<file path="config.mk">
export PLATFORM = sky130hd
export DESIGN_NAME = boot_config_top
export DESIGN_NICKNAME = d
export VERILOG_FILES = /design/src/design/bcfg_pkg.sv /design/src/design/boot_config_top.sv /design/src/design/bcfg_apb_regs.sv /design/src/design/led_chain_driver.sv /design/src/design/board_classifier.sv /design/src/design/signature_match.sv /design/src/design/io_snapshot.sv
export SDC_FILE = /design/constraint.sdc
export NUM_CORES = 1
export LEC_CHECK = 0
export BUFFER_PORTS_ARGS = -buffer_cell sky130_fd_sc_hd__buf_2
export CORE_MARGIN = 4
export CORE_UTILIZATION = 45
export CTS_CLUSTER_SIZE = 24
export DETAILED_ROUTE_END_ITERATION = 8
export GPL_TIMING_DRIVEN = 0
export PLACE_DENSITY = 0.66
export SLEW_MARGIN = 20
export SYNTH_ARGS = -nofsm -noshare
export SYNTH_HDL_FRONTEND = slang
export SYNTH_SLANG_ARGS = --single-unit
</file>
<file path="constraint.sdc">
create_clock -name sysclk -period 10.95 [get_ports sysclk]
set_input_delay 1.095 -clock sysclk [delete_from_list [all_inputs] [get_ports sysclk]]
set_output_delay 1.095 -clock sysclk [all_outputs]
set_load 0.03 [all_outputs]
</file>
<file path="src/design/bcfg_pkg.sv">
// Board configuration check: shared widths, register map, signatures and bus types
package bcfg_pkg;

    // ------------------------------
    // Pin banks
    // ------------------------------
    localparam int io1_width = 34;
    localparam int io2_width = 40;
    // Joined word, io1 in the upper bits
    localparam int sig_width = io1_width + io2_width;
    localparam int num_boards = 4;

    typedef enum logic [1:0] {
        board_none = 2'd0,
        board_qla  = 2'd1,
        board_dqla = 2'd2,
        board_drac = 2'd3
    } board_kind_e;

    // ------------------------------
    // Board signatures
    // ------------------------------
    // Zero-mask: pins that must read 0
    // Index order none, qla, dqla, drac
    localparam logic [sig_width-1:0] sig_zero_mask [0:num_boards-1] = '{
        {34'h0_0000_0000, 40'h00_0000_0000},
        {34'h1_8000_0001, 40'h7F_8000_08AA},
        {34'h0_0000_0001, 40'h00_0000_0000},
        {34'h1_00A8_1200, 40'h04_3040_8400}
    };

    // One-mask: pins that must read 1
    // QLA has none, its zero pins are enough to tell it apart
    localparam logic [sig_width-1:0] sig_one_mask [0:num_boards-1] = '{
        {34'h3_FFFF_FFFF, 40'hFF_FFFF_FFFF},
        {34'h0_0000_0000, 40'h00_0000_0000},
        {34'h0_8000_1000, 40'h00_0000_0000},
        {34'h0_0000_0000, 40'h11_8000_000A}
    };

    // ------------------------------
    // Register map
    // ------------------------------
    localparam logic [7:0] reg_status    = 8'h00;
    localparam logic [7:0] reg_digin     = 8'h04;
    localparam logic [7:0] reg_tempsns   = 8'h08;
    localparam logic [7:0] reg_version   = 8'h0C;
    localparam logic [7:0] reg_timestamp = 8'h10;
    localparam logic [7:0] reg_led       = 8'h14;

    // ASCII "BCFG"
    localparam logic [31:0] version_word = 32'h42434647;

    typedef struct packed {
        logic [io1_width-1:0] io1;
        logic [io2_width-1:0] io2;
    } io_snap_t;

    typedef struct packed {
        logic [3:0]  board_id;
        logic        is_v30;
        logic [3:0]  match;
        board_kind_e kind;
        logic        valid;
    } board_status_t;

    typedef struct packed {
        logic [3:0] index;
        logic [7:0] red;
        logic [7:0] green;
        logic [7:0] blue;
    } led_cmd_t;

endpackage
</file>
<file path="src/design/boot_config_top.sv">
// Boot configuration top: pin snapshot, board matchers, classifier, APB and LED chain
`timescale 1ns/10ps

module boot_config_top import bcfg_pkg::*; #(
    parameter int settle_cycles  = 16,
    parameter int num_leds       = 7,
    parameter int led_bit_cycles = 12
) (
    input  logic                 sysclk,
    input  logic                 rst_n,
    // Rotary switch and FPGA revision
    input  logic [3:0]           board_id,
    input  logic                 is_v30,
    // Connector pins, pulled up
    input  logic [io1_width-1:0] io1,
    input  logic [io2_width-1:0] io2,
    // APB slave
    input  logic                 psel,
    input  logic                 penable,
    input  logic                 pwrite,
    input  logic [7:0]           paddr,
    input  logic [31:0]          pwdata,
    output logic [31:0]          prdata,
    output logic                 pready,
    output logic                 pslverr,
    // Front-panel LED line and its pad enable
    output logic                 led_data,
    output logic                 led_oe
);

    io_snap_t              snap;
    logic                  snap_valid;
    logic [num_boards-1:0] match;
    board_status_t         status;
    led_cmd_t              led_cmd;
    logic                  led_cmd_valid;
    logic                  drac_en;

    io_snapshot #(.settle_cycles(settle_cycles)) u_snapshot (
        .sysclk(sysclk), .rst_n(rst_n), .io1(io1), .io2(io2),
        .snap(snap), .snap_valid(snap_valid)
    );

    // One matcher per board kind
    for (genvar i = 0; i < num_boards; i++) begin : g_match
        signature_match #(.kind(board_kind_e'(i))) u_match (
            .sysclk(sysclk), .rst_n(rst_n), .snap(snap),
            .snap_valid(snap_valid), .match(match[i])
        );
    end

    board_classifier u_classifier (
        .sysclk(sysclk), .rst_n(rst_n), .match(match), .snap_valid(snap_valid),
        .board_id(board_id), .is_v30(is_v30), .status(status)
    );

    bcfg_apb_regs u_regs (
        .sysclk(sysclk), .rst_n(rst_n), .psel(psel), .penable(penable),
        .pwrite(pwrite), .paddr(paddr), .pwdata(pwdata), .prdata(prdata),
        .pready(pready), .pslverr(pslverr), .snap(snap), .status(status),
        .led_cmd(led_cmd), .led_cmd_valid(led_cmd_valid)
    );

    // LED pin only exists on the DRAC board
    assign drac_en = status.valid && (status.kind == board_drac);

    led_chain_driver #(
        .num_leds(num_leds),
        .led_bit_cycles(led_bit_cycles)
    ) u_led (
        .sysclk(sysclk), .rst_n(rst_n), .cmd(led_cmd), .cmd_valid(led_cmd_valid),
        .enable(drac_en), .led_data(led_data), .led_oe(led_oe)
    );

endmodule

</file>
<file path="src/design/bcfg_apb_regs.sv">
// APB register slave: board status, pin words, version, timestamp and LED command
`timescale 1ns/10ps

module bcfg_apb_regs import bcfg_pkg::*; (
    input  logic          sysclk,
    input  logic          rst_n,
    input  logic          psel,
    input  logic          penable,
    input  logic          pwrite,
    input  logic [7:0]    paddr,
    input  logic [31:0]   pwdata,
    output logic [31:0]   prdata,
    output logic          pready,
    output logic          pslverr,
    input  io_snap_t      snap,
    input  board_status_t status,
    output led_cmd_t      led_cmd,
    output logic          led_cmd_valid
);

    localparam int cmd_bits = $bits(led_cmd_t);

    logic        access;
    logic        addr_hit;
    logic        led_wr;
    logic [31:0] timestamp;
    logic [31:0] status_word;
    logic [31:0] rd_word;

    // No wait states, every access phase completes
    assign access = psel && penable;
    assign pready = access;

    // Status layout
    // 27:24 board id, 23:20 match, 19:18 kind, 17 v3.0, 16 valid
    assign status_word = {4'd0, status.board_id, status.match, status.kind,
                          status.is_v30, status.valid, 16'd0};

    // ------------------------------
    // Read decode
    // ------------------------------
    always_comb begin
        addr_hit = 1'b1;
        rd_word  = 32'd0;
        case (paddr)
            reg_status:    rd_word = status_word;
            // Spare pins of the snapshot
            reg_digin:     rd_word = {snap.io1[33:10], snap.io2[7:0]};
            reg_tempsns:   rd_word = snap.io2[39:8];
            reg_version:   rd_word = version_word;
            reg_timestamp: rd_word = timestamp;
            reg_led:       rd_word = {{(32 - cmd_bits){1'b0}}, led_cmd};
            default:       addr_hit = 1'b0;
        endcase
    end

    assign prdata  = (access && !pwrite) ? rd_word : 32'd0;
    // Unmapped offset, or a write anywhere but the LED register
    assign pslverr = access && (!addr_hit || (pwrite && paddr != reg_led));
    assign led_wr  = access && pwrite && (paddr == reg_led);

    // ------------------------------
    // Timestamp and LED command
    // ------------------------------
    always_ff @(posedge sysclk) begin
        if (!rst_n) begin
            timestamp     <= 32'd0;
            led_cmd       <= '0;
            led_cmd_valid <= 1'b0;
        end else begin
            // Free-running, wraps
            timestamp     <= timestamp + 1'b1;
            led_cmd_valid <= led_wr;
            if (led_wr)
                led_cmd <= led_cmd_t'(pwdata[cmd_bits-1:0]);
        end
    end

    // Access phase only ever follows a select
    assert property (@(posedge sysclk) disable iff (!rst_n) penable |-> psel);

endmodule

</file>
<file path="src/design/led_chain_driver.sv">
// Front-panel LED driver: serializes 24-bit WS2811 frames along the LED chain
`timescale 1ns/10ps

module led_chain_driver import bcfg_pkg::*; #(
    parameter int num_leds       = 7,
    parameter int led_bit_cycles = 12
) (
    input  logic     sysclk,
    input  logic     rst_n,
    input  led_cmd_t cmd,
    input  logic     cmd_valid,
    input  logic     enable,
    output logic     led_data,
    output logic     led_oe
);

    localparam int phase_w    = $clog2(led_bit_cycles);
    // High time for a 0 and for a 1
    localparam int t0_cycles  = led_bit_cycles / 3;
    localparam int t1_cycles  = (2 * led_bit_cycles) / 3;
    localparam int latch_bits = 4;

    typedef enum logic [1:0] {st_idle, st_send, st_latch} state_e;

    state_e             state;
    logic [phase_w-1:0] phase_cnt;
    logic [4:0]         bit_cnt;
    logic [3:0]         led_cnt;
    logic [23:0]        frame_q;
    led_cmd_t           pend_cmd;
    led_cmd_t           act_cmd;
    logic               bit_end;
    logic               frame_end;
    logic               chain_end;
    logic               latch_end;
    logic               start_chain;
    logic [phase_w-1:0] high_time;

    // Colour only for the addressed LED, green first
    function automatic logic [23:0] frame_for(led_cmd_t c, logic [3:0] idx);
        return (idx == c.index) ? {c.green, c.red, c.blue} : 24'd0;
    endfunction

    assign bit_end   = (phase_cnt == phase_w'(led_bit_cycles - 1));
    assign frame_end = bit_end && (bit_cnt == 5'd23);
    assign chain_end = frame_end && (led_cnt == 4'(num_leds - 1));
    assign latch_end = bit_end && (bit_cnt == 5'(latch_bits - 1));
    // Back-to-back chains while enabled
    assign start_chain = enable && (state == st_idle || (state == st_latch && latch_end));
    assign high_time   = frame_q[23] ? phase_w'(t1_cycles) : phase_w'(t0_cycles);

    // ------------------------------
    // Serializer control
    // ------------------------------
    always_ff @(posedge sysclk) begin
        if (!rst_n) begin
            state     <= st_idle;
            phase_cnt <= '0;
            bit_cnt   <= '0;
            led_cnt   <= '0;
            pend_cmd  <= '0;
            led_data  <= 1'b0;
            led_oe    <= 1'b0;
        end else begin
            led_oe   <= enable;
            led_data <= enable && (state == st_send) && (phase_cnt < high_time);
            // Latest command waits for the next chain
            if (cmd_valid)
                pend_cmd <= cmd;
            if (!enable) begin
                state <= st_idle;
            end else if (start_chain) begin
                state     <= st_send;
                phase_cnt <= '0;
                bit_cnt   <= '0;
                led_cnt   <= '0;
            end else if (bit_end) begin
                phase_cnt <= '0;
                if (state == st_send && frame_end) begin
                    bit_cnt <= '0;
                    if (chain_end) begin
                        state   <= st_latch;
                        led_cnt <= '0;
                    end else begin
                        led_cnt <= led_cnt + 1'b1;
                    end
                end else begin
                    bit_cnt <= bit_cnt + 1'b1;
                end
            end else begin
                phase_cnt <= phase_cnt + 1'b1;
            end
        end
    end

    // Frame shifter, MSB out first
    always_ff @(posedge sysclk) begin
        if (start_chain) begin
            act_cmd <= pend_cmd;
            frame_q <= frame_for(pend_cmd, 4'd0);
        end else if (state == st_send && bit_end) begin
            if (frame_end)
                frame_q <= frame_for(act_cmd, led_cnt + 1'b1);
            else
                frame_q <= {frame_q[22:0], 1'b0};
        end
    end

    // Register writes must address an LED in the chain
    assert property (@(posedge sysclk) disable iff (!rst_n)
        cmd_valid |-> (cmd.index < 4'(num_leds)));

endmodule

</file>
<file path="src/design/board_classifier.sv">
// Board classifier: merges the matcher flags into one registered status word
`timescale 1ns/10ps

module board_classifier import bcfg_pkg::*; (
    input  logic                  sysclk,
    input  logic                  rst_n,
    input  logic [num_boards-1:0] match,
    input  logic                  snap_valid,
    input  logic [3:0]            board_id,
    input  logic                  is_v30,
    output board_status_t         status
);

    board_kind_e kind_sel;
    // snap_valid delayed to line up with the matcher outputs
    logic        valid_d;

    // Lowest matching code wins, none when nothing hits
    always_comb begin
        kind_sel = board_none;
        for (int k = num_boards - 1; k >= 0; k--) begin
            if (match[k])
                kind_sel = board_kind_e'(k);
        end
    end

    always_ff @(posedge sysclk) begin
        if (!rst_n) begin
            valid_d <= 1'b0;
            status  <= '0;
        end else begin
            valid_d         <= snap_valid;
            status.board_id <= board_id;
            status.is_v30   <= is_v30;
            status.match    <= match;
            status.kind     <= kind_sel;
            status.valid    <= valid_d;
        end
    end

    // Board signatures are mutually exclusive
    assert property (@(posedge sysclk) disable iff (!rst_n) snap_valid |-> $onehot0(match));

endmodule

</file>
<file path="src/design/signature_match.sv">
// Board signature matcher: tests the snapshot against one board's pin masks
`timescale 1ns/10ps

module signature_match import bcfg_pkg::*; #(
    parameter board_kind_e kind = board_none
) (
    input  logic     sysclk,
    input  logic     rst_n,
    input  io_snap_t snap,
    input  logic     snap_valid,
    output logic     match
);

    localparam logic [sig_width-1:0] zero_mask = sig_zero_mask[kind];
    localparam logic [sig_width-1:0] one_mask  = sig_one_mask[kind];

    logic [sig_width-1:0] pins;
    logic                 zeros_ok;
    logic                 ones_ok;

    // io1 sits above io2, same as the mask layout
    assign pins = snap;

    // Masked pins must read 0
    assign zeros_ok = ((pins & zero_mask) == '0);
    // Masked pins must read 1
    assign ones_ok  = ((pins & one_mask) == one_mask);

    // One cycle from snapshot to flag
    always_ff @(posedge sysclk) begin
        if (!rst_n)
            match <= 1'b0;
        else
            match <= snap_valid && zeros_ok && ones_ok;
    end

endmodule

</file>
<file path="src/design/io_snapshot.sv">
// Pin sampler: synchronizes both banks and latches them once they have settled
`timescale 1ns/10ps

module io_snapshot import bcfg_pkg::*; #(
    parameter int settle_cycles = 16
) (
    input  logic                 sysclk,
    input  logic                 rst_n,
    input  logic [io1_width-1:0] io1,
    input  logic [io2_width-1:0] io2,
    output io_snap_t             snap,
    output logic                 snap_valid
);

    localparam int cnt_w = $clog2(settle_cycles + 1);

    io_snap_t        meta_q;
    io_snap_t        sync_q;
    io_snap_t        last_q;
    logic [cnt_w-1:0] settle_cnt;
    logic            changed;
    logic            settled;

    // Two-stage synchronizer on every pin
    always_ff @(posedge sysclk) begin
        meta_q <= '{io1: io1, io2: io2};
        sync_q <= meta_q;
    end

    assign changed = (sync_q != last_q);
    // Last cycle of the settle window
    assign settled = !changed && (settle_cnt == cnt_w'(settle_cycles - 1));

    // Stability counter, parks at settle_cycles
    always_ff @(posedge sysclk) begin
        if (!rst_n) begin
            // Pull-ups make all ones the idle value
            last_q     <= '1;
            settle_cnt <= '0;
            snap_valid <= 1'b0;
        end else if (changed) begin
            last_q     <= sync_q;
            settle_cnt <= '0;
        end else if (settle_cnt != cnt_w'(settle_cycles)) begin
            settle_cnt <= settle_cnt + 1'b1;
            if (settled)
                snap_valid <= 1'b1;
        end
    end

    always_ff @(posedge sysclk) begin
        if (settled)
            snap <= last_q;
    end

    // Once a snapshot exists it stays valid
    assert property (@(posedge sysclk) disable iff (!rst_n) snap_valid |=> snap_valid);

endmodule

</file>
* After elaboration in Yosys (flattened, before gate mapping) *
Cells that the tools add are included.

storage, ports and cells
  input bits = 124
  logic and storage cells = 146
  register bits = 477
  output and inout bits = 36

operators by class
  equality and inequality tests = 20
  reduce and logical (&&, ||, !) cells = 49
  mux-type cells = 25
  bitwise operators = 3
  magnitude comparators = 1
  $add $sub $neg = 5

operator list
  kind                     count
  $logic_not A74 Y1        3
  $pmux W32 S6             1
  $mux W24                 5
  $eq A74 B74 Y1 const B   1
  $ne A74 B74 Y1           1
  $add A32 B1 Y32 const B  1
  $mux W32                 1
  $mux W4                  7
  $logic_and A1 B1 Y1      23
  $eq A8 B4 Y1 const B     2
  $eq A8 B5 Y1 const B     2
  $mux W5                  3
  $reduce_and A3 Y1        4
  $add A5 B1 Y5 const B    2
  $eq A5 B5 Y1 const B     2
  $add A4 B1 Y4 const B    2
  $eq A8 B3 Y1 const B     1
  $logic_not A8 Y1         1
  $ne A8 B5 Y1 const B     1
  $reduce_bool A2 Y1       4
  $eq A2 B2 Y1 const B     3
  $mux W1                  6
  $reduce_or A3 Y1         2
  $reduce_or A6 Y1         1
  other kinds (16)         24

* Depth between registers and ports, before layout *
  depth after elaboration = 7
  gate-level depth with buffers = 9
  depth with buffers taken out = 7

* By module *
Synthesis repeated with hierarchy kept, for this count alone.

second synthesis, totals
  cells, all modules = 1420
  area, all modules = 17133.9 µm²

modules (own cells, without submodules)
  module                                times used  cells an instance  area an instance (µm²)  seq. area each (µm²)
  io_snapshot                           1           510                8293.0                  6786.5
  led_chain_driver                      1           375                4319.1                  2462.4
  bcfg_apb_regs                         1           456                3774.9                  1221.2
  board_classifier                      1           31                 372.9                   260.2
  signature_match (g_match[0].u_match)  1           27                 180.2                   20.0
  signature_match (g_match[3].u_match)  1           8                  88.8                    20.0
  signature_match (g_match[1].u_match)  1           8                  63.8                    20.0
  signature_match (g_match[2].u_match)  1           4                  35.0                    20.0
  boot_config_top                       1           1                  6.3                     0.0

* Worst setup path after synthesis *
OpenSTA, ideal clock, no wires.

  path type = register to register
  start = register u_snapshot.sync_q[61] (netlist name)
  end = register u_snapshot.snap[0] (netlist name)
  data required time = 10.443 ns
  arrival = 4.311 ns
  cell stages (with the launch flop) = 6
  slack = 6.132 ns
  setup time = 0.507 ns
  buffers on the path = 0
  period minus slack after synthesis = 4.818 ns
  cell sequence = dfxtp_1 -> nor2b_1 -> a2111o_1 -> nor4_1 -> nand4_1 -> nor2_1

between the ends
  longest elaborated chain between the ends = 3

ends and longest elaborated chain
  element                 RTL line           source
  start, declared         io_snapshot.sv:18  io_snap_t sync_q;
  start signal, assigned  io_snapshot.sv:27  sync_q <= meta_q;
  $ne A74 B74 Y1          io_snapshot.sv:30  assign changed = (sync_q != last_q);
  $logic_not A1 Y1        io_snapshot.sv:32  assign settled = !changed && (settle_cnt == cnt_w'(settle_cycles - 1));
  $logic_and A1 B1 Y1     io_snapshot.sv:32
  via u_snapshot.settled  io_snapshot.sv:22  logic settled;

The timed path passes the listed nets, and every way through them passes these cells.
A chain may end at the register's enable or synchronous reset.

* Worst setup path in the final report *
  start = input paddr[1]
  end = output prdata[18]

between the ends
  longest elaborated chain between the ends = 3
  elaborated cells between the ends (all ways) = 8
  those cells by class = 5 x eq/ne; 2 x mux; 1 x reduce/logical

ends and longest elaborated chain
  element                               RTL line               source
  start, declared                       boot_config_top.sv:21  input logic [7:0] paddr,
  $eq A8 B5 Y1 (tied with other cells)  bcfg_apb_regs.sv:45    case (paddr)
  $pmux W32 S6 *                        bcfg_apb_regs.sv:45
  $mux W32 *                            bcfg_apb_regs.sv:57    assign prdata = (access && !pwrite) ? rd_word : 32'd0;
  end, declared                         boot_config_top.sv:23  output logic [31:0] prdata,

Mark *: on every way between the ends. The rest lies on a longest branch, timed or not.

==> results by group <==
Run status
  – Run status: finished, final reports clean

Global route
  – First-pass GRT wire length: a little over 60000 µm
  – Largest net degree at the start of global routing: 38
  – Vias in the first global route: about 10000
  – Gr usage total: 0.205
  – Initial antenna violation count: 2
  – Total congestion overflow: 0

Worst hold path
  – Worst Hold Depth: 0
  – Hold Crit Endpoint: u_snapshot.sync_q[5]
  – Worst hold-check path type: reg -> reg
  – Hold Startpoint: u_snapshot.meta_q[5]

STA
  – Slew HR: 0.327
  – Min Tclk post-route: approximately 5 ns
  – Slew @ Worst Pin: approximately 1.0 ns
  – Final Hold Viols: 0
  – RSZ-0062 raised after global routing: false
  – Final setup viols: 0
  – Final period utilization: 0.459
  – Setup TNS: 0 ns
  – Slew Viols, Final: 0
  – Fmax: approximately 0.2 GHz
  – Post-Route Skew: roughly 0.019 ns

Clock tree
  – TritonCTS clock tree: done
  – Htree depth: 2
  – Clk root buf: clkbuf_16
  – Hold buffers post-CTS: 0
  – Number of buffers created by CTS: 47
  – Clk pin slew, worst setup/hold paths: roughly 0.06 ns
  – Sink Count: 477
  – Post CTS Setup Buffer Count: 0
  – CTS Buffer Depth: 3
  – # resized after CTS: 0
  – Clk Latency, worst-skew pair: around 0.59 ns

Setup path
  – Crit path from: paddr[1]
  – R2r setup slk: slightly below 8 ns
  – R2r endpoint: u_snapshot.snap[11]
  – Worst setup EP type: primary output
  – Startpoint Class: input pin
  – CP Cell Sequence: buf_2 -> or4_4 -> buf_6 -> nor4b_2 -> nor2b_1 -> clkbuf_1 -> a222oi_1 -> a21oi_1 -> buf_2
  – Most frequent CP cell: buf_2
  – FF-to-FF path depth: 8
  – Slowest-stage cell, CP: or4_4
  – Max Fanout on Critical Path: 10
  – Crit path required time: around 9.9 ns
  – Crit path kind: in -> out
  – Max stage delay on crit path: about 0.56 ns
  – Reg2reg start: u_snapshot.last_q[42]
  – CP arrival: 3.93 ns

Floorplanning
  – Number of placement rows: 69
  – Core Region: 35600 µm²
  – Initial Utilization: 0.456
  – Die Area: a little under 40000 µm²
  – Top-Level Pins: 160
  – Die height: 198 µm
  – Die Wd: 198 µm

Power and ir drop
  – Leakage: roughly 7 nW
  – Max rail drop VDD: between 0.2 and 0.25 mV
  – PwrDens: ~190 nW/µm²
  – Final Power: roughly 0.0036 W

Yosys
  – Syn Inst Count: 1298
  – Number of synthesized flops with an enable pin: 126
  – Post-synthesis instance area: between 15000 and 20000 µm²
  – Dominant synthesized flop cell: dfxtp_1
  – FF+latch count, synth: about 480
  – Sequential share of the synthesized area: 0.667
  – Syn avg cell area: 12.5 µm²
  – Share of async-settable or async-resettable flops after synthesis: 0
  – Syn Nets: 1431
  – YS warnings: 0
  – Synth cell types: slightly below 60

Finish
  – NumNets Final: between 1500 and 2000
  – Share of cells above drive strength 1: 0.180
  – Commonest non-fill, non-tap cell in the layout: dfxtp_1
  – Most frequent cells in the layout: dfxtp_1, buf_2, edfxtp_1
  – Fin util: 0.544
  – Area grow syn2layout: 19.4%

Drt
  – Iter 0 DRT Violations: roughly 910
  – DR WL/cell: between 20 and 25 µm
  – DR vias/cell: 5.25
  – Remaining DRCs: 0
  – Total Wirelength: between 40000 and 50000 µm
  – Via count: about 11000
  – Antenna-violating nets left: 0
  – First-pass DRT Iterations: 6

Place
  – RD Place Congestion: just under 0.9
  – DP HPWL: between 30000 and 40000 µm
  – Port Buffer Count: between 150 and 200

Job
  – Number of max-cap violations: 0
==> metal layers <==
metal / GRT usage / share of wire
met4: 0.0849 / 0.036
met1: 0.269 / 0.42
met2: 0.341 / 0.48
met3: 0.0322 / 0.056
met5: 0 / 0
==> where the power goes <==
group | switching, W | internal [W]
combinational | 0.0000437 | 0.0000456
sequential | 0.0000261 | 0.00185
clock | 0.000689 | 0.000996
==> worst max-delay path by stage <==
stage | slack (ns) | depth (start not counted) | endpoint
final | 5.92 | 9 | prdata[18]
after global routing | 5.85 | 9 | prdata[7]
after CTS | 5.99 | 9 | prdata[15]
after detailed placement | 6.01 | 9 | prdata[20]
after global placement | 4.14 | 5 | u_snapshot.snap[13]
after floorplan | 6.13 | 5 | u_snapshot.snap[0]
==> stage by stage <==
step           setup slack [ns]  instance area (µm²)  std cells  hold slack [ns]
2_1_floorplan              6.13                16200       1298            0.310
3_3_place_gp               4.14                17600       1913            0.313
3_5_place_dp               6.01                17700       1917            0.312
4_1_cts                    5.99                19300       2004            0.310
5_1_grt                    5.85                19400       2005            0.330
6_report                   5.92                19400       2005            0.309
==> Yosys cell counts, types with 9 or more instances <==
cell type / instances / area share
nand3_1: 13 / 0.0040
clkbuf_1: 36 / 0.0083
ha_1: 9 / 0.0069
a21oi_1: 36 / 0.011
a222oi_1: 20 / 0.012
nor3_1: 24 / 0.0074
mux2i_1: 60 / 0.037
o2bb2ai_1: 23 / 0.012
dfxtp_1: 351 / 0.43
nor2_1: 106 / 0.025
and2_1: 11 / 0.0042
nor4_1: 20 / 0.0077
buf_2: 13 / 0.0040
inv_1: 26 / 0.0060
or3_1: 12 / 0.0046
nand2_1: 42 / 0.0097
edfxtp_1: 126 / 0.23
a22oi_1: 41 / 0.019
o21ai_0: 17 / 0.0052
xnor2_1: 90 / 0.049
nand4_1: 49 / 0.019
xor2_1: 16 / 0.0086
nand2b_1: 74 / 0.029
==> critical path, delay by kind of cell <==
family | cells | cell delay (ns)
and+or+nand+nor | 3 | 1.34
buffers and inverters | 4 | 0.93
AOI/OAI and AO/OA | 2 | 0.57
==> kinds of logic (layout without fill, tap and decap cells) <==
family	after synthesis	in the layout	share of synthesized area
xor+xnor	106	106	0.0573
mux	64	64	0.0398
fa+ha+maj	9	9	0.00695
simple gates	392	392	0.132
other cells	0	1	0
buf+inv	85	330	0.0232
compound gates	165	165	0.0736
flops	477	477	0.667
==> sequential cells by signal (all words and copies together) (netlist names), 5 cells and up <==
signal and cells:
u_led.bit_cnt 5, u_snapshot.snap 74, u_snapshot.last_q 74, u_regs.timestamp 32, u_led.act_cmd 28, u_snapshot.sync_q 74, u_snapshot.settle_cnt 5, u_led.frame_q 24
u_led.pend_cmd 28, u_regs.led_cmd 28, u_snapshot.meta_q 74, u_classifier.status 12
==> layout make-up <==
class / instances / area, µm²
flip-flops and latches: 477 / 10800
multi-input cells: 736 / 5050
clock inverters: 25 / 280
well taps: 461 / 577
inverters: 27 / 101
repair buffers: 158 / 873
fillers: 3050 / 16200
plain buffers: 58 / 275
clock buffers: 62 / 1390
diodes: 1 / 2.50
Power figures use the tool's default switching activity.
